--- src/stream_pipe.sv ---
/*
 * Stream register slice.
 * Two-entry skid buffer for one valid/ready stream. The payload is
 * registered and ready comes from a flop, at one word per cycle.
 */
`timescale 1ns/1ps

module stream_pipe #(
   parameter int W = 65
) (
   input  logic         axi4s_in,
   input  logic         arst_n,
   input  logic         s_valid,
   output logic         s_ready,
   input  logic [W-1:0] s_data,
   output logic         m_valid,
   input  logic         m_ready,
   output logic [W-1:0] m_data
);

   logic         skid_valid;
   logic [W-1:0] skid_data;
   logic         load_out;

   // the output register can take a new word when empty or draining.
   assign load_out = m_ready || !m_valid;
   assign s_ready  = !skid_valid;

   always_ff @(posedge axi4s_in or negedge arst_n) begin
      if (!arst_n) begin
         m_valid    <= 1'b0;
         skid_valid <= 1'b0;
      end else if (load_out) begin
         m_valid    <= skid_valid || s_valid;
         skid_valid <= 1'b0;
      end else if (s_valid && s_ready) begin
         // receiver stalled with a word in flight, park it.
         skid_valid <= 1'b1;
      end
   end

   always_ff @(posedge axi4s_in) begin
      if (load_out) begin
         m_data <= skid_valid ? skid_data : s_data;
      end
      if (s_valid && s_ready && !load_out) begin
         skid_data <= s_data;
      end
   end

   // a stalled output word holds until it is taken.
   a_hold: assert property (@(posedge axi4s_in) disable iff (!arst_n)
      m_valid && !m_ready |=> m_valid && $stable(m_data));

endmodule

--- config.mk ---
export PLATFORM = sky130hd
export DESIGN_NAME = stream_pipe
export DESIGN_NICKNAME = d
export VERILOG_FILES = /design/src/stream_pipe.sv
export SDC_FILE = /design/constraint.sdc
export NUM_CORES = 1
export LEC_CHECK = 0
export BUFFER_PORTS_ARGS = -buffer_cell sky130_fd_sc_hd__buf_2
export CORE_MARGIN = 1.5
export CORE_UTILIZATION = 51
export DETAILED_ROUTE_END_ITERATION = 8
export GPL_TIMING_DRIVEN = 0
export PLACE_DENSITY = 0.78
export SLEW_MARGIN = 25
export SYNTH_ARGS = -nofsm -noshare
export SYNTH_HDL_FRONTEND = slang
export SYNTH_SLANG_ARGS = --single-unit
--- constraint.sdc ---
create_clock -name axi4s_in -period 9.8 [get_ports axi4s_in]
set_input_delay 1.96 -clock axi4s_in [delete_from_list [all_inputs] [get_ports axi4s_in]]
set_output_delay 1.96 -clock axi4s_in [all_outputs]
set_load 0.01 [all_outputs]
==> results.md <==
* Outcome: finished, final reports clean
* Routed WL at 8650 um
* Min-delay src: skid_data[34]
* Postcts setup bufs at 0
* P_leak at 2.51 nW
* Final worst-path cycle share at 35.3%
* Critical path class: in -> reg
* Finished Core Util at 69.2%
* Clk buf depth at 2
* Cts repair resizes at 0
* Die width at 100 um
* CTS hold repair buffers at 0
* Worst R2R Path Depth at 7
* Skew-Pair Late Insertion Delay at 0.50 ns
* DRC at 0
* Layout cells sized above 1 at 64.6%
* Total congestion overflow at 0
* Initial antenna violation count at 0
* Starting Density at 52.4%
* Inserted Diodes at 0
* Placer Congestion at 0.688
* IO buf count at 135
* First-pass GRT wire length at 13600 um
* Mapped Area at 4840 um2
* Fin. Hold Viols at 0
* Hold Crit Endpoint: m_data[34]
* Share of the synthesized area in the top cell type at 80.6%
* RR Endpoint: skid_data[28]
* CTS tree: built
* Tmin final at 3.46 ns
* Post-synth top area cell: edfxtp_1
* Number of H-tree levels at 4
* Synth Instances at 211
* Internal power at 1.15 mW
* DR pass1 iterations at 4
* Clock Pin Slew Worst Setup and Hold Paths at 0.06 ns
* Area growth syn-to-layout at 32.0%
* Comb pwr share at 8.5%
* DR iter-0 viols at 62
* Critical Path End Type: flop
* Max Cap Violations at 0
* Clk_skew at 0.00718 ns
* Largest net degree at the start of global routing at 38
* Syn avg cell area at 23.0 um2
* Antenna-violating nets left at 0
* Critical Path AT at 3.66 ns
* Synth top area cells: edfxtp_1 81%, mux2_2 11%, mux2_4 5.3%, dfrtp_1 1.0%, buf_6 0.93%
* CP Launch Type: primary input
* Synth warnings at 0
* Min-delay worst type: reg -> reg
* PD cells at 228 nW/um2
* Worst Max-Slew Pin Slew at 0.515 ns
* WL/cell at 16.8 um
* Top Ports at 136
* R2r startpoint: skid_valid
* Switching portion of total power at 21.3%
* Placed wire-length estimate at 6040 um
* Num CTS Buffers at 17
* Vias per std cell at 4.91
* Setup TNS at 0 ns
* Post-Syn Nets at 280
* Tot Pwr at 1.46 mW
* Normalized max-slew margin at 65.5%
* Total core area at 9240 um2
* FMAX at 289 MHz
* Flops & latches, synth at 132
* Vias at 2532
* FP Rows at 35
* Total track usage at 18.2%
* Die Ht at 100 um
* Clock power share at 44.9%
* Max-slew violation count at 0
* Die ar. at 10100 um2
* Psw at 310 uW
* Sequential share of power at 46.6%
* Hold Path Stages at 1
* Finish-stage setup viols at 0
* Post-synth cell types at 11
* Vias in the first global route at 2772
* Slack of the critical path at 6.34 ns
* Worst Path Required at 10.00 ns
* Dpl cells at 484
* Placement Setup Slack at 5.77 ns
* Post-synthesis sequential area ratio at 81.6%
* Layout Cells excl Fill at 516
* CTS Sinks at 132
* Clk root buf: clkbuf_8
* Setup slack, reg-to-reg at 7.57 ns
* Max VDD drop at 0.134 mV
* Unrepaired setup endpoints after global routing: false
* Crit-path max FO at 32
* Final nets at 443
sequential cells by signal, summed over array words and instances, names as in the netlist:
signal      flops
m_valid         1
m_data         65
skid_data      65
skid_valid      1
cells in the mapped netlist:
cell	instances
nor2_1	2
mux2_2	48
mux2_4	17
dfrtp_1	2
nand2b_1	1
buf_6	4
buf_2	4
nor3b_1	1
nand2_1	1
edfxtp_1	130
inv_1	1
per-layer routing:
metal | part of all wire [%] | track usage [%] | vias to the layer above
li1 | - | - | 1171
met5 | 0 | 0 | -
met4 | 0.21 | 5.96 | 0
met2 | 51 | 30.6 | 101
met1 | 43 | 21.7 | 1257
met3 | 6.2 | 7.14 | 3
through the flow:
stage | area, um2 | hold WS (ns)
finish | 6390 | 0.548
global route | 6390 | 0.564
CTS | 6390 | 0.548
detailed placement | 5780 | 0.533
global placement | 5680 | 0.527
floorplan | 4840 | 0.523
cell usage in the layout, fill, tap and decap left out:
cell / n
inv_6: 5
nor2_1: 2
clkbuf_16: 16
buf_6: 5
nand2_1: 1
edfxtp_1: 130
nor3b_2: 1
buf_12: 1
inv_1: 1
clkinvlp_4: 4
buf_2: 139
mux2_2: 48
buf_4: 7
bufinv_16: 4
clkbuf_8: 1
mux2_4: 17
nand2b_4: 1
clkinv_2: 1
clkbuf_1: 1
dfrtp_1: 2
cell families (layout without fill, tap and decap cells):
group | count (synthesis) | in the layout | share of synthesized area [%]
AND/OR/NAND/NOR | 5 | 5 | 0.517
multiplexers | 65 | 65 | 16.4
buffers and inverters | 9 | 185 | 1.42
flip-flops | 132 | 132 | 81.6
how the worst max path moves through the flow:
stage	slack (ns)	cells after the start	startpoint	end
final	6.34	6	m_ready	skid_data[28]
after global routing	6.20	6	m_ready	skid_data[35]
after CTS	6.31	6	m_ready	skid_data[32]
after detailed placement	5.77	6	m_ready	skid_data[26]
after global placement	-2.79	3	m_ready	skid_data[25]
after floorplan	0.78	2	m_ready	skid_data[0]
power by group through the flow:
stage / combinational [mW] / sequential (mW) / clock, mW
floorplan: 0.0507 / 0.707 / 0
global placement: 0.116 / 0.694 / 0
detailed placement: 0.126 / 0.690 / 0
CTS: 0.126 / 0.678 / 0.664
global route: 0.135 / 0.681 / 0.685
finish: 0.124 / 0.678 / 0.654
final cells by class:
type / instances / area, um2
Inverter: 1 / 3.75
Clock inverter: 14 / 199
Buffer: 8 / 65.1
Fill cell: 608 / 2850
Tap cell: 129 / 161
Timing Repair Buffer: 144 / 759
Clock buffer: 18 / 418
Multi-Input combinational cell: 70 / 833
Sequential cell: 132 / 3950
critical path, stage by stage:
cell      delay (ns)
buf_2           0.10
nand2b_4        0.36
nor3b_2         0.57
buf_4           0.25
buf_4           0.20
buf_4           0.21
(Power assumes the default switching activity.)
