$ cat src/split_join_pkg.sv
/*
 * Split/join shared definitions.
 * Stream and Wishbone widths, register word addresses and the packed
 * field widths carried through the optional register slices.
 */
package split_join_pkg;

   // ------------------------------------------------------------------
   // stream widths
   // ------------------------------------------------------------------
   localparam int DATA_W      = 64;
   localparam int TID_W       = 4;
   localparam int HDR_WORDS_W = 8;

   // data and last on the in/out streams.
   localparam int STRM_W      = DATA_W + 1;
   // data, last, tid and has_pyld on the header streams.
   localparam int HDR_STRM_W  = DATA_W + TID_W + 2;

   // ------------------------------------------------------------------
   // register bus
   // ------------------------------------------------------------------
   localparam int WB_AW = 2;
   localparam int WB_DW = 32;
   localparam int CNT_W = 16;

   localparam logic [WB_AW-1:0] ADDR_CTRL         = 2'd0;
   localparam logic [WB_AW-1:0] ADDR_STATUS       = 2'd1;
   localparam logic [WB_AW-1:0] ADDR_MISMATCH_CNT = 2'd2;

endpackage

$ cat src/pyld_fifo.sv
/*
 * Payload FIFO.
 * Circular buffer of payload words with their last flag and tag.
 * Back-pressures the writer when full.
 */
`timescale 1ns/1ps

module pyld_fifo #(
   parameter int FIFO_DEPTH = 64
) (
   input  logic                              axi4s_in,
   input  logic                              arst_n,
   input  logic                              wr_valid,
   output logic                              wr_ready,
   input  logic [split_join_pkg::DATA_W-1:0] wr_data,
   input  logic                              wr_last,
   input  logic [split_join_pkg::TID_W-1:0]  wr_tid,
   output logic                              rd_valid,
   input  logic                              rd_ready,
   output logic [split_join_pkg::DATA_W-1:0] rd_data,
   output logic                              rd_last,
   output logic [split_join_pkg::TID_W-1:0]  rd_tid
);
   import split_join_pkg::*;

   localparam int AW = $clog2(FIFO_DEPTH);
   localparam int EW = DATA_W + TID_W + 1;

   logic [EW-1:0] mem [FIFO_DEPTH];
   logic [AW:0]   wr_ptr;
   logic [AW:0]   rd_ptr;
   logic [AW:0]   used;
   logic          full;
   logic          empty;

   // the extra pointer bit tells a full buffer from an empty one.
   assign empty    = (wr_ptr == rd_ptr);
   assign full     = (wr_ptr[AW] != rd_ptr[AW]) && (wr_ptr[AW-1:0] == rd_ptr[AW-1:0]);
   assign used     = wr_ptr - rd_ptr;
   assign wr_ready = !full;
   assign rd_valid = !empty;
   assign {rd_tid, rd_last, rd_data} = mem[rd_ptr[AW-1:0]];

   always_ff @(posedge axi4s_in or negedge arst_n) begin
      if (!arst_n) begin
         wr_ptr <= '0;
         rd_ptr <= '0;
      end else begin
         if (wr_valid && wr_ready) wr_ptr <= wr_ptr + 1'b1;
         if (rd_valid && rd_ready) rd_ptr <= rd_ptr + 1'b1;
      end
   end

   always_ff @(posedge axi4s_in) begin
      if (wr_valid && wr_ready) begin
         mem[wr_ptr[AW-1:0]] <= {wr_tid, wr_last, wr_data};
      end
   end

   // a write accepted while full would push the occupancy past the depth.
   a_no_overflow: assert property (@(posedge axi4s_in) disable iff (!arst_n)
      used <= FIFO_DEPTH);

endmodule

$ cat config.mk
export PLATFORM = sky130hd
export DESIGN_NAME = pyld_fifo
export DESIGN_NICKNAME = d
export VERILOG_FILES = /design/src/split_join_pkg.sv /design/src/pyld_fifo.sv
export SDC_FILE = /design/constraint.sdc
export NUM_CORES = 2
export LEC_CHECK = 0
export BUFFER_PORTS_ARGS = -buffer_cell sky130_fd_sc_hd__buf_2
export CORE_UTILIZATION = 50
export DETAILED_ROUTE_END_ITERATION = 7
export PLACE_DENSITY = 0.74
export SETUP_SLACK_MARGIN = 0.4
export SLEW_MARGIN = 20
export SYNTH_ARGS = -nofsm -noshare
export SYNTH_HDL_FRONTEND = slang
export SYNTH_MEMORY_MAX_BITS = 65536
export SYNTH_SLANG_ARGS = --single-unit
$ cat constraint.sdc
create_clock -name axi4s_in -period 7.78 [get_ports axi4s_in]
set_input_delay 1.556 -clock axi4s_in [delete_from_list [all_inputs] [get_ports axi4s_in]]
set_output_delay 1.556 -clock axi4s_in [all_outputs]
set_load 0.05 [all_outputs]
==> results.cfg <==
[synthesis]
synthCells = 7041
async_flop_share_pct = 0.316
netlist.area_leader.share_pct = 78.5
ys_top_cells_by_area = edfxtp_1, mux4_2, mux2i_1
synth_top_flop_cell = edfxtp_1
ys_warn_count = 0
ys_seq_elements = 4430
syn-num-nets = 7116
synth_cell_types = 42
synth_top_cells_by_count = edfxtp_1, mux4_2, mux2i_1
syn_avg_cell_area_um2 = 24.0
synth-edff-count = 4416
synth_area_um2 = 169000
synth_most_common_cell = edfxtp_1
ys_seq_area_share_pct = 78.7
synth_top_area_cell = edfxtp_1

[cells_and_area]
layout.nets = 7516
drive_gt1_share_pct = 28.6
area_delta_synth_final_pct = 12.1
fin_area_um2 = 189000
fillCellCount = 23617

[critical_path]
critPathLaunchType = register
r2r_setup_slack_ns = 2.35
slowest_delay_ns = 1.07
r2r_cells = 7
endpoint = rd_data[30]
critPathTopFamily = buffers and inverters
startpoint = rd_ptr[0]
required_ns = 6.22
setup.worst_path.end_class = output pin
cp_num_cells = 8
worstPathArrival_ns = 4.83
crit_type = register to output pin
critPathBufInv = 3
r2r_end = mem[29][16]
r2r-start = rd_ptr[0]
cp_cell_sequence = buf_12 -> buf_12 -> mux4_2 -> mux2i_1 -> nor2_1 -> o31ai_1 -> nand3_1 -> buf_2
slowest_stage = dfrtp_4
path_max_fanout = 53
crit_top_cell = buf_12

[clocking]
cts.clk_slew.worst_paths_ns = 0.06
clkSinkCount = 4430
holdBufCountCts = 0
tritoncts = built
ctsLongestPathBuffers = 4
worstSkewPairLatency_ns = 0.97
cts_setup_buffers = 0
cts_buffers = 416
cts-htree-levels = 5
cts-root-buf = clkbuf_16
cts_resized = 0

[power_and_ir_drop]
p_leak_uw = 0.0589
vdd_drop_max_uv = 416
power-per-cell-area_nw_per_um2 = 358
p_total_uw = 67800

[drt]
wl_per_cell_um = 36.5
vias = 82103
vias_per_cell = 6.68
drtAntennaViolNets = 0
drc = 0
first_pass_iters = 6
drt_wl_total_um = 448000
drt_iter0_markers = 12406

[grt]
busiest_layer = met2
antenna_found_initial = 26
use_met3_pct = 7.24
use_met2_pct = 40.1
grt_max_degree = 129
overflow = 0
first_global_vias = 82544
met1_usage_pct = 36.1
grt_use_total_pct = 26.3
grt_pass1_wl_um = 627000

[floorplan]
start_util_pct = 50.2
dieArea_um2 = 340000
rows = 213
die_width_um = 583
coreArea_um2 = 336000
ioPinCount = 144
die_h_um = 583

[timing]
hold_viol = 0
rsz0062_at_grt = false
fmax_mhz = 157
maxSlewViolCount = 0
min_period_over_period_pct = 82.0
post-route-min-period_ns = 6.38
setup_viol = 0
maxSlewHeadroom_pct = 17.7
finalSetupTns_ns = 0
fin_skew_ns = 0.0834
tightest_slew_ns = 1.23

[outcome]
outcome = finished clean

[place]
hpwlAfterDp_um = 229000
placed_cell_area_um2 = 176000
place_congestion = 0.803
portBuffers = 143

[run]
max_cap_viol_count = 0

[worst_hold_path]
min_path_type = register to register
-- per-layer routing --
metal | vias to the layer above | share of wire (%)
met4 | 20 | 4.8
met3 | 1137 | 14
met1 | 43559 | 35
li1 | 31203 | -
met5 | - | 0.029
met2 | 6184 | 46
-- flip-flops by register name, indices dropped and copies added, names as in the netlist --
name	flops
mem	4416
rd_ptr	7
wr_ptr	7
-- cells in the final DEF (no fill, tap or decap), types with 66 or more instances in the layout --
master and n:
mux4_2 1173, o31ai_1 106, buf_4 180, nor2_1 80, mux2i_1 311, clkbuf_16 420
nor2_4 66, o221ai_1 68, clkinv_1 96, buf_2 136, a21oi_1 68, o211ai_1 68
clkinv_2 66, nand2_1 73, edfxtp_1 4416, clkbuf_1 94
-- final cells by class --
cell class | count | area, um^2 | share of cell area, %
antenna | 10 | 25.0 | 0.0132
clock inverter | 222 | 1920 | 1.01
clock buffer | 516 | 10900 | 5.75
timing repair buffer | 374 | 3220 | 1.70
tap | 4515 | 5650 | 2.98
sequential | 4430 | 133000 | 70.2
inverter | 8 | 37.5 | 0.0198
multi-input combinational | 2211 | 34600 | 18.3
-- cell families (layout without fill, tap and decap cells) --
group	after synthesis	in the layout	synth area share (%)
xor gates and xnor gates	18	18	0.0933
muxes	1524	1524	17.7
DFF	4430	4430	78.7
buffers and inverters	400	1120	1.14
adders and majority gates	2	2	0.0148
and+or+nand+nor	289	289	0.722
other	0	10	0
AOI/OAI and AO/OA	378	378	1.58
-- worst min path at each step --
stage | end | depth (start not counted) | from | slack (ns)
6_report | rd_ptr[6] | 1 | rd_ptr[6] | 0.51
3_5_place_dp | rd_ptr[6] | 1 | rd_ptr[6] | 0.48
5_1_grt | rd_ptr[6] | 1 | rd_ptr[6] | 0.51
4_1_cts | rd_ptr[6] | 1 | rd_ptr[6] | 0.50
3_3_place_gp | rd_ptr[6] | 1 | rd_ptr[6] | 0.48
2_1_floorplan | rd_ptr[6] | 1 | rd_ptr[6] | 0.46
-- per-stage QoR --
step | instances | worst slack [ns] | hold slack [ns] | util, %
finish | 12286 | 1.40 | 0.506 | 56.3
global route | 12278 | 1.23 | 0.506 | 56.3
CTS | 12272 | 1.41 | 0.495 | 56.2
detailed placement | 11534 | 2.44 | 0.485 | 52.4
global placement | 11532 | 2.48 | 0.477 | 52.4
floorplan | 7041 | 1.95 | 0.461 | -
-- report_power, final --
group	switching (uW)	internal, uW	leakage [uW]
clock network	8600	10900	0.00625
logic	12500	8180	0.0127
registers	476	27200	0.0399
total	21600	46200	0.0589
No activity file was read; power rests on OpenSTA's default activity.
