## src/split_join_pkg.sv

```systemverilog
/*
 * Split/join shared definitions.
 * Stream and Wishbone widths, register word addresses and the packed
 * field widths carried through the optional register slices.
 */
package split_join_pkg;

   // ------------------------------------------------------------------
   // stream widths
   // ------------------------------------------------------------------
   localparam int DATA_W      = 64;
   localparam int TID_W       = 4;
   localparam int HDR_WORDS_W = 8;

   // data and last on the in/out streams.
   localparam int STRM_W      = DATA_W + 1;
   // data, last, tid and has_pyld on the header streams.
   localparam int HDR_STRM_W  = DATA_W + TID_W + 2;

   // ------------------------------------------------------------------
   // register bus
   // ------------------------------------------------------------------
   localparam int WB_AW = 2;
   localparam int WB_DW = 32;
   localparam int CNT_W = 16;

   localparam logic [WB_AW-1:0] ADDR_CTRL         = 2'd0;
   localparam logic [WB_AW-1:0] ADDR_STATUS       = 2'd1;
   localparam logic [WB_AW-1:0] ADDR_MISMATCH_CNT = 2'd2;

endpackage

```

## src/hdr_join.sv

```systemverilog
/*
 * Header joiner.
 * Sends each processed header and then the stored payload of the same
 * packet, and flags a tag mismatch between the two halves.
 */
`timescale 1ns/1ps

module hdr_join (
   input  logic                              axi4s_in,
   input  logic                              arst_n,
   input  logic                              hdr_valid,
   output logic                              hdr_ready,
   input  logic [split_join_pkg::DATA_W-1:0] hdr_data,
   input  logic                              hdr_last,
   input  logic [split_join_pkg::TID_W-1:0]  hdr_tid,
   input  logic                              hdr_has_pyld,
   input  logic                              pyld_valid,
   output logic                              pyld_ready,
   input  logic [split_join_pkg::DATA_W-1:0] pyld_data,
   input  logic                              pyld_last,
   input  logic [split_join_pkg::TID_W-1:0]  pyld_tid,
   output logic                              out_valid,
   input  logic                              out_ready,
   output logic [split_join_pkg::DATA_W-1:0] out_data,
   output logic                              out_last,
   output logic                              mismatch_evt
);
   import split_join_pkg::*;

   logic             in_pyld;
   logic             pyld_first;
   logic [TID_W-1:0] exp_tid;
   logic             out_can;
   logic             hdr_take;
   logic             pyld_take;

   assign out_can    = !out_valid || out_ready;
   assign hdr_ready  = !in_pyld && out_can;
   assign pyld_ready = in_pyld && out_can;
   assign hdr_take   = hdr_valid && hdr_ready;
   assign pyld_take  = pyld_valid && pyld_ready;

   // ------------------------------------------------------------------
   // header words first, then the matching payload
   // ------------------------------------------------------------------
   always_ff @(posedge axi4s_in or negedge arst_n) begin
      if (!arst_n) begin
         in_pyld      <= 1'b0;
         pyld_first   <= 1'b0;
         out_valid    <= 1'b0;
         mismatch_evt <= 1'b0;
      end else begin
         mismatch_evt <= 1'b0;
         if (out_ready) out_valid <= 1'b0;
         if (hdr_take) begin
            out_valid <= 1'b1;
            if (hdr_last && hdr_has_pyld) begin
               in_pyld    <= 1'b1;
               pyld_first <= 1'b1;
            end
         end
         if (pyld_take) begin
            out_valid  <= 1'b1;
            pyld_first <= 1'b0;
            // data keeps flowing even when the tags disagree.
            mismatch_evt <= pyld_first && (pyld_tid != exp_tid);
            if (pyld_last) in_pyld <= 1'b0;
         end
      end
   end

   always_ff @(posedge axi4s_in) begin
      if (hdr_take) begin
         out_data <= hdr_data;
         out_last <= hdr_last && !hdr_has_pyld;
         exp_tid  <= hdr_tid;
      end else if (pyld_take) begin
         out_data <= pyld_data;
         out_last <= pyld_last;
      end
   end

   // the header word that hands over to the payload does not close the packet.
   a_pyld_order: assert property (@(posedge axi4s_in) disable iff (!arst_n)
      $rose(in_pyld) |-> out_valid && !out_last);

endmodule

```

## config.mk

```make
export PLATFORM = sky130hd
export DESIGN_NAME = hdr_join
export DESIGN_NICKNAME = d
export VERILOG_FILES = /design/src/split_join_pkg.sv /design/src/hdr_join.sv
export SDC_FILE = /design/constraint.sdc
export NUM_CORES = 1
export LEC_CHECK = 0
export BUFFER_PORTS_ARGS = -buffer_cell sky130_fd_sc_hd__buf_4
export CAP_MARGIN = 10
export CELL_PAD_IN_SITES_DETAIL_PLACEMENT = 2
export CELL_PAD_IN_SITES_GLOBAL_PLACEMENT = 2
export CORE_ASPECT_RATIO = 0.5
export CORE_MARGIN = 3
export CORE_UTILIZATION = 23
export DETAILED_ROUTE_END_ITERATION = 6
export PLACE_DENSITY = 0.8
export SYNTH_ARGS = -nofsm -noshare
export SYNTH_HDL_FRONTEND = slang
export SYNTH_SLANG_ARGS = --single-unit
```

## constraint.sdc

```tcl
create_clock -name axi4s_in -period 2.7 [get_ports axi4s_in]
set_input_delay 0.135 -clock axi4s_in [delete_from_list [all_inputs] [get_ports axi4s_in]]
set_output_delay 0.135 -clock axi4s_in [all_outputs]
set_load 0.05 [all_outputs]
```

==> summary.md <==
| Metric | Value |
|---|---|
| Largest net degree at the start of global routing | 39 |
| Worst VDD drop | 0.393 mV |
| Leak pwr | about 2.3 nW |
| Die Area | 15,100 sq um |
| GRT Overall Usage | approximately 15% |
| IO buf count | between 200 and 250 |
| Total wire length | between 10 and 15 mm |
| Worst rel slew slack | between 70 and 80% |
| Crit-path max FO | 22 |
| Initial antenna violation count | 0 |
| Mapped cell area | roughly 3100 sq um |
| Pre-antenna DRT Iters | 4 |
| Htree depth | 3 |
| DRT antenna net count | 0 |
| Max-slew violations | 0 |
| Post-DP HPWL | 9.01 mm |
| Vias | about 2,300 |
| Type of the worst setup path | flip-flop to flip-flop |
| Clock Sinks | between 70 and 80 |
| Pwr Density | just under 900 nW/um^2 |
| Total power | between 4 and 5 mW |
| F_max | 539 MHz |
| IO Count | 213 |
| Worst Hold Class | primary input to flip-flop |
| Unrepaired setup endpoints after global routing | false |
| Hold slack | between 100 and 150 ps |
| Cell variety after synth | 17 |
| Starting DRT DRC Count | ~70 |
| Startpoint Class | flip-flop |
| # nets final | roughly 530 |
| Inst Count DP | roughly 540 |
| Final Non-Filler Cells | 563 |
| Critical Path End Type | flip-flop |
| Seq cells post-synth | 73 |
| Latest clock arrival within the worst-skew pair | ~330 ps |
| Max Cap Viol | 0 |
| Global-route wire length before repair | roughly 17 mm |
| Hold Vio Cnt, Final | 0 |
| Vias in the first global route | roughly 2,800 |
| Ant. Diodes | 0 |
| CTS tree | built |
| Final worst path period need | between 1500 and 2000 ps |
| Layout Utilization | between 40 and 50% |
| Post-Synthesis Cells | approximately 160 |
| TNS Setup | 0 ps |
| Wire length per cell | approximately 20 um |
| Clk root buf | clkbuf_16 |
| Die Height | a little under 90 um |
| Synthesized area per cell | 19.0 sq um |
| Data arrival, critical path | ~1900 ps |
| Starting Density | 24.1% |
| Layout cells sized above 1 | roughly 75% |
| Core Rows | 29 |
| Syn nets | 308 |
| Total CTS buffers | 9 |
| Required @ worst endpoint | ~2700 ps |
| Sequential share of the synthesized area | 69.6% |
| Outcome | completed |
| Via density | a little over 4 |
| Area added between synthesis and finish | 69.0% |
| Gr ovfl total | 0 |
| Slew @ Worst Pin | between 300 and 400 ps |
| Clk slew on worst S/H paths | ~60 ps |
| Chip width | 171 um |
| Setup violations, final | 0 |
| Post-route clock period utilization | between 60 and 70% |
| Clock tree buffer depth | 2 |
| Gpl congestion | between 0.7 and 0.8 |
| Core footprint | 13,000 sq um |
| Clock skew | between 10 and 15 ps |
| # DRC | 0 |
| Yosys warnings | 0 |
| Post-CTS setup buffer count | 0 |
[through the flow]
| step | instance area (sq um) | setup WS (ps) |
|---|---|---|
| floorplan | 3120 | 365 |
| global placement | 4920 | 846 |
| detailed placement | 4920 | 812 |
| CTS | 5270 | 812 |
| global route | 5270 | 676 |
| finish | 5270 | 843 |
[cell type report]
cell class              count  area [sq um]
clock buffers              10           229
clock inverters             5          71.3
fillers                  1280          7680
inverters                   1          3.75
multi-input cells          83           898
flip-flops and latches     73          2170
well taps                 170           213
repair buffers            221          1680
[metal layers]
layer | track usage (%) | wire [um] | up-vias
met2 | 31.1 | 7150 | 43
met5 | 0 | 0 | -
met4 | 4.56 | 196 | 0
met1 | 16.1 | 3930 | 1180
met3 | 3.17 | 320 | 15
li1 | - | - | 1090
[cell usage in the layout (no fill, tap or decap)]
master and n:
mux2_2 59, clkbuf_16 9, clkbuf_1 1, buf_4 215, buf_12 1, mux2_4 6
bufinv_16 2, clkinv_1 3, nor3b_1 1, dfrtp_1 4, dlygate4sd3_1 5, nand3_1 3
inv_1 1, and2_1 1, nand2b_4 1, nor2b_1 2, nand2_1 1, o2bb2ai_1 2
edfxtp_1 69, nor4_1 1, nand2_2 1, nand3b_4 1, xor2_1 4
[synth_stat cells]
master,count,share of area [%]
xor2_1,4,1.1
and2_1,1,0.20
buf_2,5,0.80
nand3b_4,1,0.64
mux2_2,59,21
inv_1,1,0.12
edfxtp_1,69,66
nand2_1,2,0.24
buf_6,2,0.72
nor4_1,1,0.20
o2bb2ai_1,2,0.56
nor2b_1,2,0.40
mux2_4,6,2.9
nand2b_4,1,0.44
nand3_1,3,0.48
nor3b_1,1,0.24
dfrtp_1,4,3.2
[sequential cells by signal, indices dropped and copies added (netlist names)]
register,count
mismatch_evt,1
pyld_first,1
in_pyld,1
out_data,64
exp_tid,4
out_last,1
out_valid,1
[logic make-up after synthesis]
kind of cell,count (synthesis),share of synthesized area (%)
and+or+nand+nor,12,2.85
xor gates and xnor gates,4,1.12
AOI/OAI and AO/OA,2,0.562
buffers and inverters,8,1.64
DFF,73,69.6
muxes,65,24.2
[what timing repair did]
action / in CTS / in global routing
hold buffers: 5 / 0
hold endpoints to repair: 8 / 0
gates resized for setup: 0 / 0
[path summary, 6_finish.rpt]
| path | startpoint | cells after the start | slack (ps) | end |
|---|---|---|---|---|
| setup reg to reg | out_valid | 4 | 840 | out_data[59] |
| max in group asynchronous | arst_n | 2 | 2410 | mismatch_evt |
| min in group asynchronous | arst_n | 2 | 180 | out_valid |
| hold / removal | pyld_data[50] | 2 | 110 | out_data[50] |
| hold reg to reg | pyld_first | 1 | 480 | pyld_first |
| setup / recovery | out_valid | 4 | 840 | out_data[59] |
[where the power goes]
| part | switching [mW] | internal [mW] | leakage, nW | total (mW) |
|---|---|---|---|---|
| clock | 0.439 | 0.794 | 0.145 | 1.23 |
| sequential | 0.0831 | 1.57 | 0.708 | 1.65 |
| combinational | 1.17 | 0.631 | 1.43 | 1.80 |
| total | 1.69 | 3.00 | 2.28 | 4.69 |
[critical path, stage by stage (launching register included)]
cell and delay [ps]:
dfrtp_1 410, nand2b_4 120, nand3b_4 280, nand2_2 430
buf_4 310
Note: power is estimated with default switching activity, not from simulation.
