--- src/split_join_pkg.sv ---
/*
 * Split/join shared definitions.
 * Stream and Wishbone widths, register word addresses and the packed
 * field widths carried through the optional register slices.
 */
package split_join_pkg;

   // ------------------------------------------------------------------
   // stream widths
   // ------------------------------------------------------------------
   localparam int DATA_W      = 64;
   localparam int TID_W       = 4;
   localparam int HDR_WORDS_W = 8;

   // data and last on the in/out streams.
   localparam int STRM_W      = DATA_W + 1;
   // data, last, tid and has_pyld on the header streams.
   localparam int HDR_STRM_W  = DATA_W + TID_W + 2;

   // ------------------------------------------------------------------
   // register bus
   // ------------------------------------------------------------------
   localparam int WB_AW = 2;
   localparam int WB_DW = 32;
   localparam int CNT_W = 16;

   localparam logic [WB_AW-1:0] ADDR_CTRL         = 2'd0;
   localparam logic [WB_AW-1:0] ADDR_STATUS       = 2'd1;
   localparam logic [WB_AW-1:0] ADDR_MISMATCH_CNT = 2'd2;

endpackage

--- src/split_join_regs.sv ---
/*
 * Split/join register block.
 * Wishbone classic slave holding hdr_words, the sticky mismatch flag
 * (cleared on read) and a saturating mismatch counter.
 */
`timescale 1ns/1ps

module split_join_regs (
   input  logic                                   axi4s_in,
   input  logic                                   arst_n,
   input  logic                                   wb_cyc,
   input  logic                                   wb_stb,
   input  logic                                   wb_we,
   input  logic [split_join_pkg::WB_AW-1:0]       wb_adr,
   input  logic [split_join_pkg::WB_DW-1:0]       wb_dat_w,
   output logic                                   wb_ack,
   output logic [split_join_pkg::WB_DW-1:0]       wb_dat_r,
   output logic [split_join_pkg::HDR_WORDS_W-1:0] hdr_words,
   output logic                                   enable,
   input  logic                                   mismatch_evt
);
   import split_join_pkg::*;

   logic             req;
   logic             mismatch_flag;
   logic [CNT_W-1:0] mismatch_cnt;

   assign req = wb_cyc && wb_stb && !wb_ack;

   always_ff @(posedge axi4s_in or negedge arst_n) begin
      if (!arst_n) begin
         wb_ack        <= 1'b0;
         hdr_words     <= '0;
         enable        <= 1'b0;
         mismatch_flag <= 1'b0;
         mismatch_cnt  <= '0;
      end else begin
         wb_ack <= req;
         // the write lands at the end of the ack cycle.
         if (wb_ack && wb_cyc && wb_stb && wb_we && wb_adr == ADDR_CTRL) begin
            hdr_words <= wb_dat_w[HDR_WORDS_W-1:0];
            enable    <= (wb_dat_w[HDR_WORDS_W-1:0] != '0);
         end
         // a read clears the flag, but an event in the same cycle wins.
         if (req && !wb_we && wb_adr == ADDR_STATUS) begin
            mismatch_flag <= mismatch_evt;
         end else if (mismatch_evt) begin
            mismatch_flag <= 1'b1;
         end
         if (mismatch_evt && mismatch_cnt != '1) begin
            mismatch_cnt <= mismatch_cnt + 1'b1;
         end
      end
   end

   always_ff @(posedge axi4s_in) begin
      if (req) begin
         case (wb_adr)
            ADDR_CTRL:         wb_dat_r <= WB_DW'(hdr_words);
            ADDR_STATUS:       wb_dat_r <= WB_DW'(mismatch_flag);
            ADDR_MISMATCH_CNT: wb_dat_r <= WB_DW'(mismatch_cnt);
            default:           wb_dat_r <= '0;
         endcase
      end
   end

   a_single_ack: assert property (@(posedge axi4s_in) disable iff (!arst_n)
      wb_ack |=> !wb_ack);

endmodule

--- config.mk ---
export PLATFORM = sky130hd
export DESIGN_NAME = split_join_regs
export DESIGN_NICKNAME = d
export VERILOG_FILES = /design/src/split_join_pkg.sv /design/src/split_join_regs.sv
export SDC_FILE = /design/constraint.sdc
export NUM_CORES = 1
export LEC_CHECK = 0
export ABC_AREA = 1
export CAP_MARGIN = 20
export CORE_MARGIN = 4
export CORE_UTILIZATION = 55
export CTS_BUF_LIST = sky130_fd_sc_hd__clkbuf_8
export CTS_CLUSTER_DIAMETER = 200
export DETAILED_ROUTE_END_ITERATION = 10
export DONT_BUFFER_PORTS = 1
export PLACE_DENSITY_LB_ADDON = 0.15
export SETUP_SLACK_MARGIN = 0.05
export SLEW_MARGIN = 40
export SYNTH_ARGS = -nofsm -noshare
export SYNTH_HDL_FRONTEND = slang
export SYNTH_SLANG_ARGS = --single-unit
--- constraint.sdc ---
create_clock -name axi4s_in -period 4.7 [get_ports axi4s_in]
set_clock_uncertainty 0.2 [all_clocks]
set_input_delay 0 -clock axi4s_in [delete_from_list [all_inputs] [get_ports axi4s_in]]
set_output_delay 0 -clock axi4s_in [all_outputs]
set_load 0.01 [all_outputs]
==> impl_metrics.tcl <==
set metrics [dict create \
    fill_cells 302 \
    critical_path.endpoint_type "flip-flop" \
    layoutNonFillerInstCount 344 \
    post-cts-setup-buffers 0 \
    ys_seq_area_share_pct 51.85 \
    arrival_worst_endpoint_ns 2.83 \
    final.setup.tns_ns 0 \
    first_iter_violations 161 \
    tritoncts "yes" \
    startpoint_type "primary input" \
    dp_hpwl_um 3156 \
    initial_core_util_pct 58.70 \
    finalPower_uw 903.0 \
    setup_repair_after_global_routing_missed_its_margin "no" \
    tightest_slew_ns 0.6281 \
    cts.sinks 43 \
    synth_commonest_cells "sky130_fd_sc_hd__nand2_1 (92), sky130_fd_sc_hd__dfrtp_1 (27), sky130_fd_sc_hd__inv_1 (25), sky130_fd_sc_hd__nor2_1 (22)" \
    area_growth_syn_to_layout_pct 17.00 \
    power.density_cell_area_nw_per_um2 346.1 \
    final_period_minus_worst_setup_slack_ns 2.782 \
    vias_per_cell 5.195 \
    worstSkewPairLatency_ns 0.31 \
    nets 336 \
    multiInputGateArea_um2 884.6 \
    finalCoreUtilization_pct 68.68 \
    min-delay-path-class "in2reg" \
    detailedRoute.firstPassIterationCount 5 \
    syn_inst 263 \
    die_w_um 71.67 \
    synth_cell_types 28 \
    finalHoldViolations 0 \
    power.leakage_nw 1.110 \
    dp_cells 306 \
    globalRouteOverflowTotal 0 \
    antenna_found_initial 0 \
    synth_top_area_share_pct 30.30 \
    average_routed_wire_per_standard_cell_um 14.50 \
    timing.max_slew.rel_slack_pct 57.90 \
    first_pass_grt_wire_length_um 8424 \
    dieArea_um2 5137 \
    timing.critical_path.slowest_stage_cell "sky130_fd_sc_hd__dlygate4sd3_1" \
    yosys_most_used_dff "sky130_fd_sc_hd__dfrtp_1" \
    synth.cell_area_um2 2230 \
    synthMostInstantiatedCell "sky130_fd_sc_hd__nand2_1" \
    layout_worst_path_cycle_share_pct 59.20 \
    clock_path_buffers 2 \
    grt_start_max_net_pins 28 \
    core.rowCount 22 \
    route.vias.total 1787 \
    worst_path_largest_cell_delay_ns 0.59 \
    finalSetupViolations 0 \
    antennaDiodeCount 0 \
    grt_usage_pct 21.46 \
    fmax_ghz 0.3594 \
    final_layout_size_suffix_gt1_share_pct 9.459 \
    gp_routability_congestion 0.8679 \
    worstPathCellList "dlygate4sd3_1 -> nor2_2 -> inv_1 -> nor3_2 -> nand2_1 -> dlygate4sd3_1 -> o21ai_0 -> dlygate4sd3_1" \
    via_count_of_the_first_global_routing_pass 1736 \
    cts_buffers 5 \
    timing.max_cap.violations 0 \
    total_number_of_h_tree_levels 2 \
    avgSynthCellArea_um2 8.478 \
    top_area_cells_in_the_synthesized_netlist "sky130_fd_sc_hd__dfrtp_1 (30%), sky130_fd_sc_hd__edfxtp_1 (22%), sky130_fd_sc_hd__nand2_1 (15%)" \
    ys.warnings.count 0 \
    synth_enable_flop_cells 16 \
    port_buffers 0 \
    proportion_of_synthesized_flip_flops_having_asynchronous_set_or_reset_pct 62.79 \
    dieHeight_um 71.67 \
    post-synth-top-area-cell "sky130_fd_sc_hd__dfrtp_1" \
    drt_wl_total_um 4988 \
    floorplan.core_area_um2 3799 \
    ys_ff_latch 43 \
    seqCellArea_um2 1156 \
    floorplan.io_pins 82 \
    post_cts_resized 0 \
    hold_buffers 30 \
    endpoint_required_time_on_the_critical_path_ns 4.75 \
    worst_path_most_repeated_cell "sky130_fd_sc_hd__dlygate4sd3_1" \
    status "finished, final reports clean" \
    critPathMaxFanout 11 \
    worst_setup_hold_path_clk_slew_ns 0.09 \
    max-vdd-ir-drop_uv 182.7 \
    critPathKind "in2reg" \
    clk_root_buffer_cell "sky130_fd_sc_hd__clkbuf_8" \
    slew_viol_final 0 \
    route.antenna.remaining_nets 0 \
    remaining_drc_errors 0 \
]
==> stage by stage <==
stage               area (µm²)  setup WS [ns]  hold WS, ns
global placement          2197          2.381      -0.4943
detailed placement        2202          2.664      -0.4942
CTS                       2609          2.011      0.02165
finish                    2609          1.918      0.01405
global route              2609          1.705      0.02625
floorplan                 2286          2.937      -0.4956
==> final timing paths <==
| check | start | end | slack (ns) | cells after the start |
|---|---|---|---|---|
| max in group asynchronous | arst_n | mismatch_cnt[14] | 4.12 | 3 |
| setup reg to reg | wb_ack | hdr_words[4] | 2.03 | 6 |
| setup / recovery | wb_adr[0] | hdr_words[4] | 1.92 | 8 |
| hold / removal | wb_adr[0] | wb_dat_r[14] | 0.01 | 2 |
| hold reg to reg | mismatch_cnt[15] | mismatch_cnt[15] | 0.33 | 2 |
| min in group asynchronous | arst_n | mismatch_cnt[6] | 0.03 | 3 |
==> power breakdown <==
group          internal (mW)  switching (mW)
clock network          0.104           0.135
registers              0.438          0.0593
logic                 0.0656           0.101
total                  0.607           0.296
==> kinds of logic (layout without fill, tap and decap cells) <==
family | Yosys count | in the layout | synth area share (%)
compound gates | 24 | 24 | 7.127
flops | 43 | 43 | 51.85
other cells | 1 | 16 | 0.1682
buf+inv | 46 | 64 | 11.22
xor+xnor | 5 | 5 | 1.964
simple gates | 143 | 143 | 27.10
fa+ha+maj | 1 | 1 | 0.5611
==> flip-flops by register name (all words and copies together), names as in the netlist <==
name           flops
mismatch_cnt      16
wb_ack             1
mismatch_flag      1
enable             1
hdr_words          8
wb_dat_r          16
==> area by class of cell <==
type                    count  area share, %
well taps                  48          2.302
clock inverters             3         0.6715
clock buffers               5          2.638
inverters                  25          3.597
flip-flops and latches     43          44.32
repair buffers             31          12.57
multi-input cells         189          33.91
==> worst max-delay path, delay by kind of cell <==
kind / cells / cell delay [ns]
buffers and inverters: 4 / 1.86
AND/OR/NAND/NOR: 3 / 0.90
AO/OA/AOI/OAI: 1 / 0.07
==> per-layer routing <==
metal / global-route usage, % / part of all wire, %
met5: 0 / 0
met4: 7.307 / 1.4
met3: 5.750 / 6.9
met2: 34.59 / 48
met1: 27.98 / 44
==> placed cells by master, fill, tap and decap left out, drive strengths merged <==
master / netlist / final
conb: 1 / 16
dlygate4sd3: 0 / 28
and2: 1 / 1
clkbuf: 1 / 5
nor3: 3 / 3
o221ai: 1 / 1
nand4: 6 / 6
buf: 20 / 3
nand3: 9 / 9
o22ai: 1 / 1
clkinv: 0 / 1
or2: 1 / 1
nand2: 93 / 93
ha: 1 / 1
nor2: 27 / 27
dfrtp: 27 / 27
xnor2: 1 / 1
o21ai: 22 / 22
edfxtp: 16 / 16
nor4: 3 / 3
xor2: 4 / 4
inv: 25 / 27
Note: power is estimated with default switching activity, not from simulation.
