<file path="src/split_join_pkg.sv">
/*
 * Split/join shared definitions.
 * Stream and Wishbone widths, register word addresses and the packed
 * field widths carried through the optional register slices.
 */
package split_join_pkg;

   // ------------------------------------------------------------------
   // stream widths
   // ------------------------------------------------------------------
   localparam int DATA_W      = 64;
   localparam int TID_W       = 4;
   localparam int HDR_WORDS_W = 8;

   // data and last on the in/out streams.
   localparam int STRM_W      = DATA_W + 1;
   // data, last, tid and has_pyld on the header streams.
   localparam int HDR_STRM_W  = DATA_W + TID_W + 2;

   // ------------------------------------------------------------------
   // register bus
   // ------------------------------------------------------------------
   localparam int WB_AW = 2;
   localparam int WB_DW = 32;
   localparam int CNT_W = 16;

   localparam logic [WB_AW-1:0] ADDR_CTRL         = 2'd0;
   localparam logic [WB_AW-1:0] ADDR_STATUS       = 2'd1;
   localparam logic [WB_AW-1:0] ADDR_MISMATCH_CNT = 2'd2;

endpackage

</file>
<file path="src/hdr_split.sv">
/*
 * Header splitter.
 * Routes the first hdr_words words of each packet to the header stream
 * and the rest to the payload stream, tagging both with a sequence tag.
 */
`timescale 1ns/1ps

module hdr_split (
   input  logic                                   axi4s_in,
   input  logic                                   arst_n,
   input  logic [split_join_pkg::HDR_WORDS_W-1:0] hdr_words,
   input  logic                                   enable,
   input  logic                                   in_valid,
   output logic                                   in_ready,
   input  logic [split_join_pkg::DATA_W-1:0]      in_data,
   input  logic                                   in_last,
   output logic                                   hdr_valid,
   input  logic                                   hdr_ready,
   output logic [split_join_pkg::DATA_W-1:0]      hdr_data,
   output logic                                   hdr_last,
   output logic [split_join_pkg::TID_W-1:0]       hdr_tid,
   output logic                                   hdr_has_pyld,
   output logic                                   pyld_valid,
   input  logic                                   pyld_ready,
   output logic [split_join_pkg::DATA_W-1:0]      pyld_data,
   output logic                                   pyld_last,
   output logic [split_join_pkg::TID_W-1:0]       pyld_tid
);
   import split_join_pkg::*;

   logic                   first;
   logic                   cur_en;
   logic [HDR_WORDS_W-1:0] cur_words;
   logic [HDR_WORDS_W-1:0] word_cnt;
   logic [TID_W-1:0]       tag;
   logic                   eff_en;
   logic [HDR_WORDS_W-1:0] eff_words;
   logic                   to_hdr;
   logic                   hdr_end;
   logic                   take;

   // hdr_words and enable are sampled on the first word and held for the packet.
   assign eff_en    = first ? enable : cur_en;
   assign eff_words = first ? hdr_words : cur_words;
   assign to_hdr    = !eff_en || (word_cnt < eff_words);
   assign hdr_end   = eff_en && (word_cnt == eff_words - 1'b1);
   assign in_ready  = to_hdr ? (!hdr_valid || hdr_ready) : (!pyld_valid || pyld_ready);
   assign take      = in_valid && in_ready;

   always_ff @(posedge axi4s_in or negedge arst_n) begin
      if (!arst_n) begin
         first      <= 1'b1;
         cur_en     <= 1'b0;
         cur_words  <= '0;
         word_cnt   <= '0;
         tag        <= '0;
         hdr_valid  <= 1'b0;
         pyld_valid <= 1'b0;
      end else begin
         if (hdr_ready) hdr_valid <= 1'b0;
         if (pyld_ready) pyld_valid <= 1'b0;
         if (take) begin
            if (first) begin
               cur_en    <= enable;
               cur_words <= hdr_words;
            end
            first <= in_last;
            if (to_hdr) begin
               hdr_valid <= 1'b1;
               word_cnt  <= word_cnt + 1'b1;
            end else begin
               pyld_valid <= 1'b1;
            end
            if (in_last) begin
               word_cnt <= '0;
               tag      <= tag + 1'b1;
            end
         end
      end
   end

   // header last falls on the final header word or an early packet end.
   always_ff @(posedge axi4s_in) begin
      if (take && to_hdr) begin
         hdr_data     <= in_data;
         hdr_last     <= in_last || hdr_end;
         hdr_has_pyld <= hdr_end && !in_last;
         hdr_tid      <= tag;
      end
      if (take && !to_hdr) begin
         pyld_data <= in_data;
         pyld_last <= in_last;
         pyld_tid  <= tag;
      end
   end

   // a packet started with splitting disabled never reaches the payload side.
   a_no_pyld: assert property (@(posedge axi4s_in) disable iff (!arst_n)
      $rose(pyld_valid) |-> cur_en);

endmodule

</file>
<file path="config.mk">
export PLATFORM = sky130hd
export DESIGN_NAME = hdr_split
export DESIGN_NICKNAME = d
export VERILOG_FILES = /design/src/split_join_pkg.sv /design/src/hdr_split.sv
export SDC_FILE = /design/constraint.sdc
export NUM_CORES = 1
export LEC_CHECK = 0
export BUFFER_PORTS_ARGS = -buffer_cell sky130_fd_sc_hd__buf_4
export CORE_ASPECT_RATIO = 2
export CORE_MARGIN = 3
export CORE_UTILIZATION = 49
export CTS_CLUSTER_DIAMETER = 80
export DETAILED_ROUTE_END_ITERATION = 8
export PLACE_DENSITY = 0.8
export SLEW_MARGIN = 20
export SYNTH_ARGS = -nofsm -noshare
export SYNTH_HDL_FRONTEND = slang
export SYNTH_SLANG_ARGS = --single-unit
</file>
<file path="constraint.sdc">
create_clock -name axi4s_in -period 4.6 [get_ports axi4s_in]
set_clock_uncertainty 0.1 [all_clocks]
set_input_delay 0 -clock axi4s_in [delete_from_list [all_inputs] [get_ports axi4s_in]]
set_output_delay 0 -clock axi4s_in [all_outputs]
set_load 0.01 [all_outputs]
</file>
==> metrics.txt, run 1 <==
status=complete, no violations; slowest stage delay, CP=0.76 ns; Synth area leaders=edfxtp_1 70%, dfrtp_1 9.7%, ha_1 2.3%; worst path buffer plus inverter count=1; setup TNS=0 ns; Die W=~84 microns; GRT Overall Usage=0.245; final hold viol count=0; syn nets=411; clk buf depth=2; cells along the critical path=mux2i_1, ha_1, a21o_1, a21oi_1, o21ai_2, nor3_4, buf_4, o21ai_1, mux2_2; RD Place Congestion=approximately 0.85; sequential area share after synthesis=0.805; DR DRC count=0; largest net degree at the start of global routing=46; Die Area=roughly 0.014 sq mm; Hold/Removal Path Class=input pin to flip-flop; IO Count=approximately 220; leakage=between 3 and 4 nW; Peak VDD IR=around 0.33 mV; dominant synthesized flop cell=edfxtp_1; Mapped Cells=321; Worst-path clk slew=approximately 0.060 ns; clock sink count=163; Synth top area share=0.704; Hold EP=hdr_data[49]$_DFFE_PP_; crit path DAT=3.91 ns; vias per std cell=a little over 5; Die H=roughly 160 microns; initial core utilization=0.504; Cell Area, Synth=about 0.0059 sq mm; post-route ant nets=0; final core occ=0.773; actual slew at the worst max-slew pin=0.581 ns; Clock Tree Root=clkbuf_16; placed wire-length estimate=~10,000 microns; layout cells sized above 1=0.429; WS Path Type=flip-flop to flip-flop; synthesized area per cell=approximately 18 sq um; CP delay by family, top=multiplexers; grt ovf=0; core area=0.0118 sq mm; total chip power=roughly 3.6 mW; reg2reg setup slack=0.88 ns; CP endpoint kind=flip-flop; Layout area overhead=53.4%; final instance area=0.00910 sq mm; hold path depth=2; slowest CP cell=dfstp_2; Site Rows=56; Worst R2R End=tag[1]$_DFFE_PN0P_; worst-skew pair later-pin latency=approximately 0.4 ns; RSZ-0062 raised after global routing=false; type of origin of the critical path=flip-flop; R2R cell count=9; Post-DP Area=0.00774 sq mm; Num CTS Buffers=17; period utilization=0.809; drt total wl=around 16,000 microns; Slew headroom=0.601; Yosys cell types=48; Buffers on Ports=220; YS warnings=0; vias in the first global route=~4,400; Tmin final=approximately 3.7 ns; H-tree levels=4; post-synth top area cell=edfxtp_1; fmax=roughly 270 MHz; Async SR Flop Fraction=0.147; critical path peak fanout=just over 40; Max Slew Vio Count=0; CTS tree=yes; synthesized flop and latch total=163; fin nets=approximately 730; final setup violation count=0; hold_ws=0.221 ns; hold_sp=in_data[49]; Starting DRT DRC Count=about 300; DR pass1 iterations=4; r2r startpoint=first$_DFFE_PN1N_; Layout fillers=~680; wire length of the first global-routing pass=about 25,000 microns; required time of the critical path=4.79 ns; Routed WL per cell=~20 microns; EDFF count, synth=roughly 140; PD cells=393 mW/mm^2; # Post-CTS Setup Buffers=0; max cap viols=0; initial antenna violation count=1; post-CTS sizing=0; vias=4,066
==> per-layer routing <==
metal  part of all wire  up-vias  wire length [microns]  GRT usage
met5                  0        -                      0          0
met2               0.60      150                   9850      0.478
met4              0.035        0                    572      0.113
met1               0.32     2020                   5180      0.241
li1                   -     1870                      -          -
met3              0.044       26                    711     0.0449
==> logic make-up (layout without fill, tap and decap cells) <==
logic type      count (synthesis)  in the layout  share of synthesized area
xor+xnor                       15             15                     0.0221
flops                         163            163                      0.805
compound gates                 46             46                     0.0563
simple gates                   60             60                     0.0570
mux                            12             12                     0.0219
buf+inv                        14            341                     0.0143
fa+ha+maj                      11             11                     0.0232
other cells                     0              1                          0
==> worst max-delay path by stage <==
stage / from / end / slack [ns] / depth (start not counted)
floorplan: first$_DFFE_PN1N_ / hdr_data[0]$_DFFE_PP_ / 0.98 / 9
global placement: first$_DFFE_PN1N_ / tag[1]$_DFFE_PN0P_ / 1.08 / 9
detailed placement: first$_DFFE_PN1N_ / tag[1]$_DFFE_PN0P_ / 0.93 / 9
CTS: first$_DFFE_PN1N_ / tag[1]$_DFFE_PN0P_ / 0.92 / 9
global route: first$_DFFE_PN1N_ / tag[1]$_DFFE_PN0P_ / 0.70 / 9
finish: first$_DFFE_PN1N_ / tag[1]$_DFFE_PN0P_ / 0.88 / 9
==> worst register-to-register path, stage by stage, from the launching register on <==
cell     delay (ns)
dfstp_2        0.76
mux2i_1        0.58
ha_1           0.36
a21o_1         0.18
a21oi_1        0.22
o21ai_2        0.16
nor3_4         0.22
buf_4          0.48
o21ai_1        0.25
mux2_2         0.31
==> sequential cells by signal, indices dropped and copies added (netlist names) <==
| name | count |
|---|---|
| pyld_tid | 4 |
| pyld_data | 64 |
| hdr_last | 1 |
| pyld_last | 1 |
| cur_words | 8 |
| pyld_valid | 1 |
| hdr_valid | 1 |
| tag | 4 |
| hdr_has_pyld | 1 |
| first | 1 |
| hdr_data | 64 |
| cur_en | 1 |
| hdr_tid | 4 |
| word_cnt | 8 |
==> placed cells by master (no fill, tap or decap), types with 3 or more instances in the layout <==
cell type / synthesis / final
a21oi_1: 9 / 9
clkbuf_16: 0 / 17
mux2i_1: 7 / 7
buf_4: 0 / 225
o21ai_0: 6 / 6
inv_1: 4 / 4
xor2_1: 5 / 5
nor4_1: 3 / 3
a21oi_2: 11 / 10
xnor2_1: 10 / 10
nand2b_1: 6 / 6
o211ai_1: 4 / 4
mux2_2: 4 / 4
clkinvlp_4: 0 / 4
inv_6: 0 / 4
and3_1: 3 / 3
nand2_1: 8 / 8
nor2_1: 6 / 6
edfxtp_1: 139 / 139
nor3_1: 17 / 17
nand3_1: 5 / 5
dlygate4sd3_1: 0 / 79
nand4_1: 3 / 3
ha_1: 11 / 11
dfrtp_1: 23 / 23
==> power breakdown <==
group | switching, mW | internal [mW] | total, mW
Combinational | 0.232 | 0.249 | 0.481
Sequential | 0.0823 | 1.72 | 1.81
Clock | 0.569 | 0.716 | 1.29
Total | 0.883 | 2.69 | 3.57
==> cell usage after synthesis, types with 2 or more instances <==
library cell,n
o21ai_0,6
a21oi_1,9
nand4_1,3
nor4_1,3
edfxtp_1,139
ha_1,11
a21oi_2,11
nand2_1,8
xor2_1,5
o211ai_1,4
a21boi_0,2
and3_1,3
xnor2_1,10
nand3_1,5
nor2_1,6
clkbuf_1,3
inv_1,4
buf_6,4
mux2_2,4
nor3_1,17
nand2b_1,6
dfrtp_1,23
buf_2,2
mux2i_1,7
a22oi_1,2
o22ai_1,2
==> timing repair <==
action / 4_1_cts / 5_1_grt
hold buffers: 80 / 0
endpoints found under the hold margin: 178 / 0
setup endpoints to repair: 0 / 0
==> through the flow <==
stage / worst slack [ns] / cells
4_1_cts: 0.919 / 793
3_3_place_gp: 1.08 / 681
6_report: 0.879 / 794
2_1_floorplan: 0.979 / 321
3_5_place_dp: 0.930 / 681
5_1_grt: 0.698 / 794
==> layout make-up <==
cell class              count  area, sq um  area share
flip-flops and latches    163         4780       0.525
repair buffers            305         2500       0.275
multi-input cells         144         1080       0.119
clock buffers              20          447      0.0491
well taps                 145          181      0.0199
clock inverters            12         98.8      0.0109
inverters                   4         15.0     0.00165
diodes                      1         2.50    0.000275
No activity file was read; power rests on OpenSTA's default activity.
==> run 2: changes to the inputs <==
Settings changed: ABC_AREA set to 1, CORE_UTILIZATION 49 to 45, PLACE_DENSITY 0.8 to 0.76.
Clock period 4.6 ns to 3.1 ns, I/O delays scaled along.
==> metrics.txt, run 2 <==
Die H=171 microns (was 162 microns); total chip power=5.88 mW (was 3.57 mW); vias=4,567 (was 4,066); final instance area=0.00946 sq mm (was 0.00910 sq mm); cells along the critical path=inv_4, nand2_4, nand2_4, ha_4, a21oi_1, nor2_1, nor2_1, nand2_2, nand2_2, nand2_1, nand2_2, buf_4, buf_4 (was mux2i_1, ha_1, a21o_1, a21oi_1, o21ai_2, nor3_4, buf_4, o21ai_1, mux2_2); leakage=4.08 nW (was 3.66 nW); R2R cell count=12 (was 9); synthesized area per cell=14.7 sq um (was 18.5 sq um); worst-skew pair later-pin latency=0.41 ns (about the same); Post-Layout Cell Count=900 (was 794); fmax=approximately 340 MHz; sequential area share after synthesis=0.780 (was 0.805); Site Rows=59 (was 56); H-tree levels=4 (unchanged); hold_sp=in_data[26] (was in_data[49]); slowest stage delay, CP=0.74 ns (was 0.76 ns); DR DRC count=0 (unchanged); Routed WL per cell=19.2 microns (was 20.6 microns); Hold/Removal Path Class=input pin to flip-flop (unchanged); Clock Tree Root=clkbuf_16 (unchanged); synth cell count leaders=139 x edfxtp_1, 97 x nand2_1, 32 x inv_1 (was 139 x edfxtp_1, 23 x dfrtp_1, 17 x nor3_1); Synth top area share=0.682 (was 0.704); Synth area leaders=edfxtp_1 68%, dfrtp_1 9.4%, nand2_1 5.9% (was edfxtp_1 70%, dfrtp_1 9.7%, ha_1 2.3%); Post-Place Cells=786 (was 681); Peak VDD IR=0.420 mV (was 0.330 mV); post-route ant nets=0 (unchanged); grt ovf=0 (unchanged); Cell Area, Synth=0.00612 sq mm (was 0.00593 sq mm); syn nets=508 (was 411); post-synth top area cell=edfxtp_1 (unchanged); worst setup path startpoint=first$_DFFE_PN1N_ (unchanged); commonest non-fill, non-tap cells in the layout=223 x buf_4, 139 x edfxtp_1, 94 x nand2_1 (was 225 x buf_4, 139 x edfxtp_1, 79 x dlygate4sd3_1); Layout fillers=840 (was 679); status=complete, no violations (unchanged); IO Count=221 (unchanged); Yosys cell types=32 (was 48); Async SR Flop Fraction=0.147 (unchanged); YS warnings=0 (unchanged); setup ws final=0.184 ns (was 0.879 ns); max cap viols=0 (unchanged); type of origin of the critical path=flip-flop (unchanged); slowest CP cell=dfstp_4 (was dfstp_2); commonest non-fill, non-tap cell in the layout=buf_4 (unchanged); core area=0.0131 sq mm (was 0.0118 sq mm); Slew headroom=0.744 (was 0.601); Mapped Cells=418 (was 321); CP endpoint kind=primary output (was flip-flop); final hold viol count=0 (unchanged); final core occ=0.720 (was 0.773); clk buf depth=2 (unchanged); Most common cell on crit path=nand2_2; dominant synthesized flop cell=edfxtp_1 (unchanged); Die W=88.5 microns (was 83.8 microns); Post-DP Area=0.00804 sq mm (was 0.00774 sq mm); largest net degree at the start of global routing=70 (was 46); crit path DAT=2.82 ns (was 3.91 ns); # Post-CTS Setup Buffers=0 (unchanged); RD Place Congestion=0.917 (was 0.854); Ant. Diodes=0 (was 1); hold_ws=0.217 ns (was 0.221 ns); drt total wl=17,300 microns (was 16,300 microns); reg2reg setup slack=0.26 ns (was 0.88 ns); EDFF count, synth=139 (unchanged); critical path peak fanout=17 (was 41); initial antenna violation count=0 (was 1); Setup WS pre-CTS=0.196 ns (was 0.930 ns); setup TNS=0 ns (unchanged); final setup violation count=0 (unchanged); vias per std cell=5.07 (was 5.12); Num CTS Buffers=17 (unchanged); Tmin final=a little under 3 ns; Die Area=0.0151 sq mm (was 0.0135 sq mm); vias in the first global route=4,608 (was 4,361); PD cells=621 mW/mm^2 (was 393 mW/mm^2); clock sink count=163 (unchanged); area of the multi-input gates=0.00123 sq mm (was 0.00108 sq mm); RSZ-0062 raised after global routing=false (unchanged); actual slew at the worst max-slew pin=0.384 ns (was 0.581 ns); required time of the critical path=3.00 ns (was 4.79 ns); DR pass1 iterations=4 (unchanged); storage element area=0.00478 sq mm (about the same); fin nets=825 (was 725); placed wire-length estimate=12,000 microns (was 10,500 microns); wire length of the first global-routing pass=25,600 microns (was 24,600 microns); WS Path Type=flip-flop to primary output (was flip-flop to flip-flop); Buffers on Ports=220 (unchanged); initial core utilization=0.466 (was 0.504); synthesized flop and latch total=163 (unchanged); top flop regs=hdr_data: 64 flops, pyld_data: 64 flops (unchanged); Starting DRT DRC Count=235 (was 295); Layout area overhead=54.4% (was 53.4%); period utilization=0.941; Worst R2R End=hdr_data[51]$_DFFE_PP_ (was tag[1]$_DFFE_PN0P_); r2r startpoint=first$_DFFE_PN1N_ (unchanged); layout cells sized above 1=0.392 (was 0.429); CTS tree=yes (unchanged); most numerous cell in the Yosys netlist=edfxtp_1 (unchanged); Max Slew Vio Count=0 (unchanged); GRT Overall Usage=0.232 (was 0.245); Worst-path clk slew=0.07 ns (was 0.06 ns); Worst setup endpoint=in_ready (was tag[1]$_DFFE_PN0P_)
==> run 2: changes by cell type after synthesis, moves of 5 or more <==
| cell | previous run | this run |
|---|---|---|
| nand4_1 | 3 | 12 |
| nand3_1 | 5 | 20 |
| o21ai_1 | 1 | 9 |
| nand2_1 | 8 | 97 |
| nor2_1 | 6 | 20 |
| mux2i_1 | 7 | 0 |
| o21ai_0 | 6 | 1 |
| a21oi_2 | 11 | 0 |
| nand2b_1 | 6 | 0 |
| xnor2_1 | 10 | 2 |
| nand2_4 | 1 | 7 |
| nor3_1 | 17 | 1 |
| inv_1 | 4 | 32 |
| nand2_2 | 0 | 8 |
==> run 2: kinds of logic (layout without fill, tap and decap cells) <==
| logic type | after synthesis | in the layout | synth area share |
|---|---|---|---|
| xor gates and xnor gates | 9 | 9 | 0.0129 |
| AOI/OAI and AO/OA | 20 | 20 | 0.0200 |
| and+or+nand+nor | 173 | 173 | 0.132 |
| DFF | 163 | 163 | 0.780 |
| adders and majority gates | 11 | 11 | 0.0225 |
| buffers and inverters | 42 | 372 | 0.0325 |
==> run 2: critical path, delay by kind of cell, from the launching register on <==
family	cells	cell delay [ns]
AND/OR/NAND/NOR	8	0.83
flip-flops	1	0.74
buffers and inverters	3	0.45
adder cells (fa/ha/maj)	1	0.23
AO/OA/AOI/OAI	1	0.14
==> run 2: layer usage <==
| metal | routed length, microns | vias up | part of all wire | track usage |
|---|---|---|---|---|
| met4 | 562 | 0 | 0.033 | 0.103 |
| met1 | 5490 | 2251 | 0.32 | 0.226 |
| li1 | - | 2099 | - | - |
| met3 | 1090 | 31 | 0.063 | 0.0549 |
| met5 | 0 | - | 0 | 0 |
| met2 | 10100 | 186 | 0.59 | 0.443 |
==> run 2: worst min path at each step <==
stage	end	slack, ns	depth (start not counted)
after floorplan	cur_en$_DFFE_PN0N_	-0.40	0
after global placement	cur_words[5]$_DFFE_PN0N_	-0.18	1
after detailed placement	cur_words[5]$_DFFE_PN0N_	-0.17	1
after CTS	pyld_data[51]$_DFFE_PP_	0.20	2
after global routing	hdr_data[37]$_DFFE_PP_	0.21	2
final	pyld_data[26]$_DFFE_PP_	0.22	2
==> run 2: cell type report <==
| type | instances | share of cell area |
|---|---|---|
| multi-input combinational | 213 | 0.130 |
| clock inverter | 15 | 0.0169 |
| tap | 152 | 0.0201 |
| inverter | 33 | 0.0138 |
| timing repair buffer | 307 | 0.269 |
| clock buffer | 17 | 0.0450 |
| sequential | 163 | 0.505 |
==> run 2: report_power, final <==
part	internal, mW	total, mW	switching, mW
Combinational	0.494	1.13	0.639
Clock	1.08	2.02	0.938
Sequential	2.59	2.72	0.139
==> run 2: repair_timing <==
item	CTS	global route
resized for setup	0	1
endpoints found under the hold margin	179	0
endpoints found under the setup margin	0	1
hold buffers	82	0
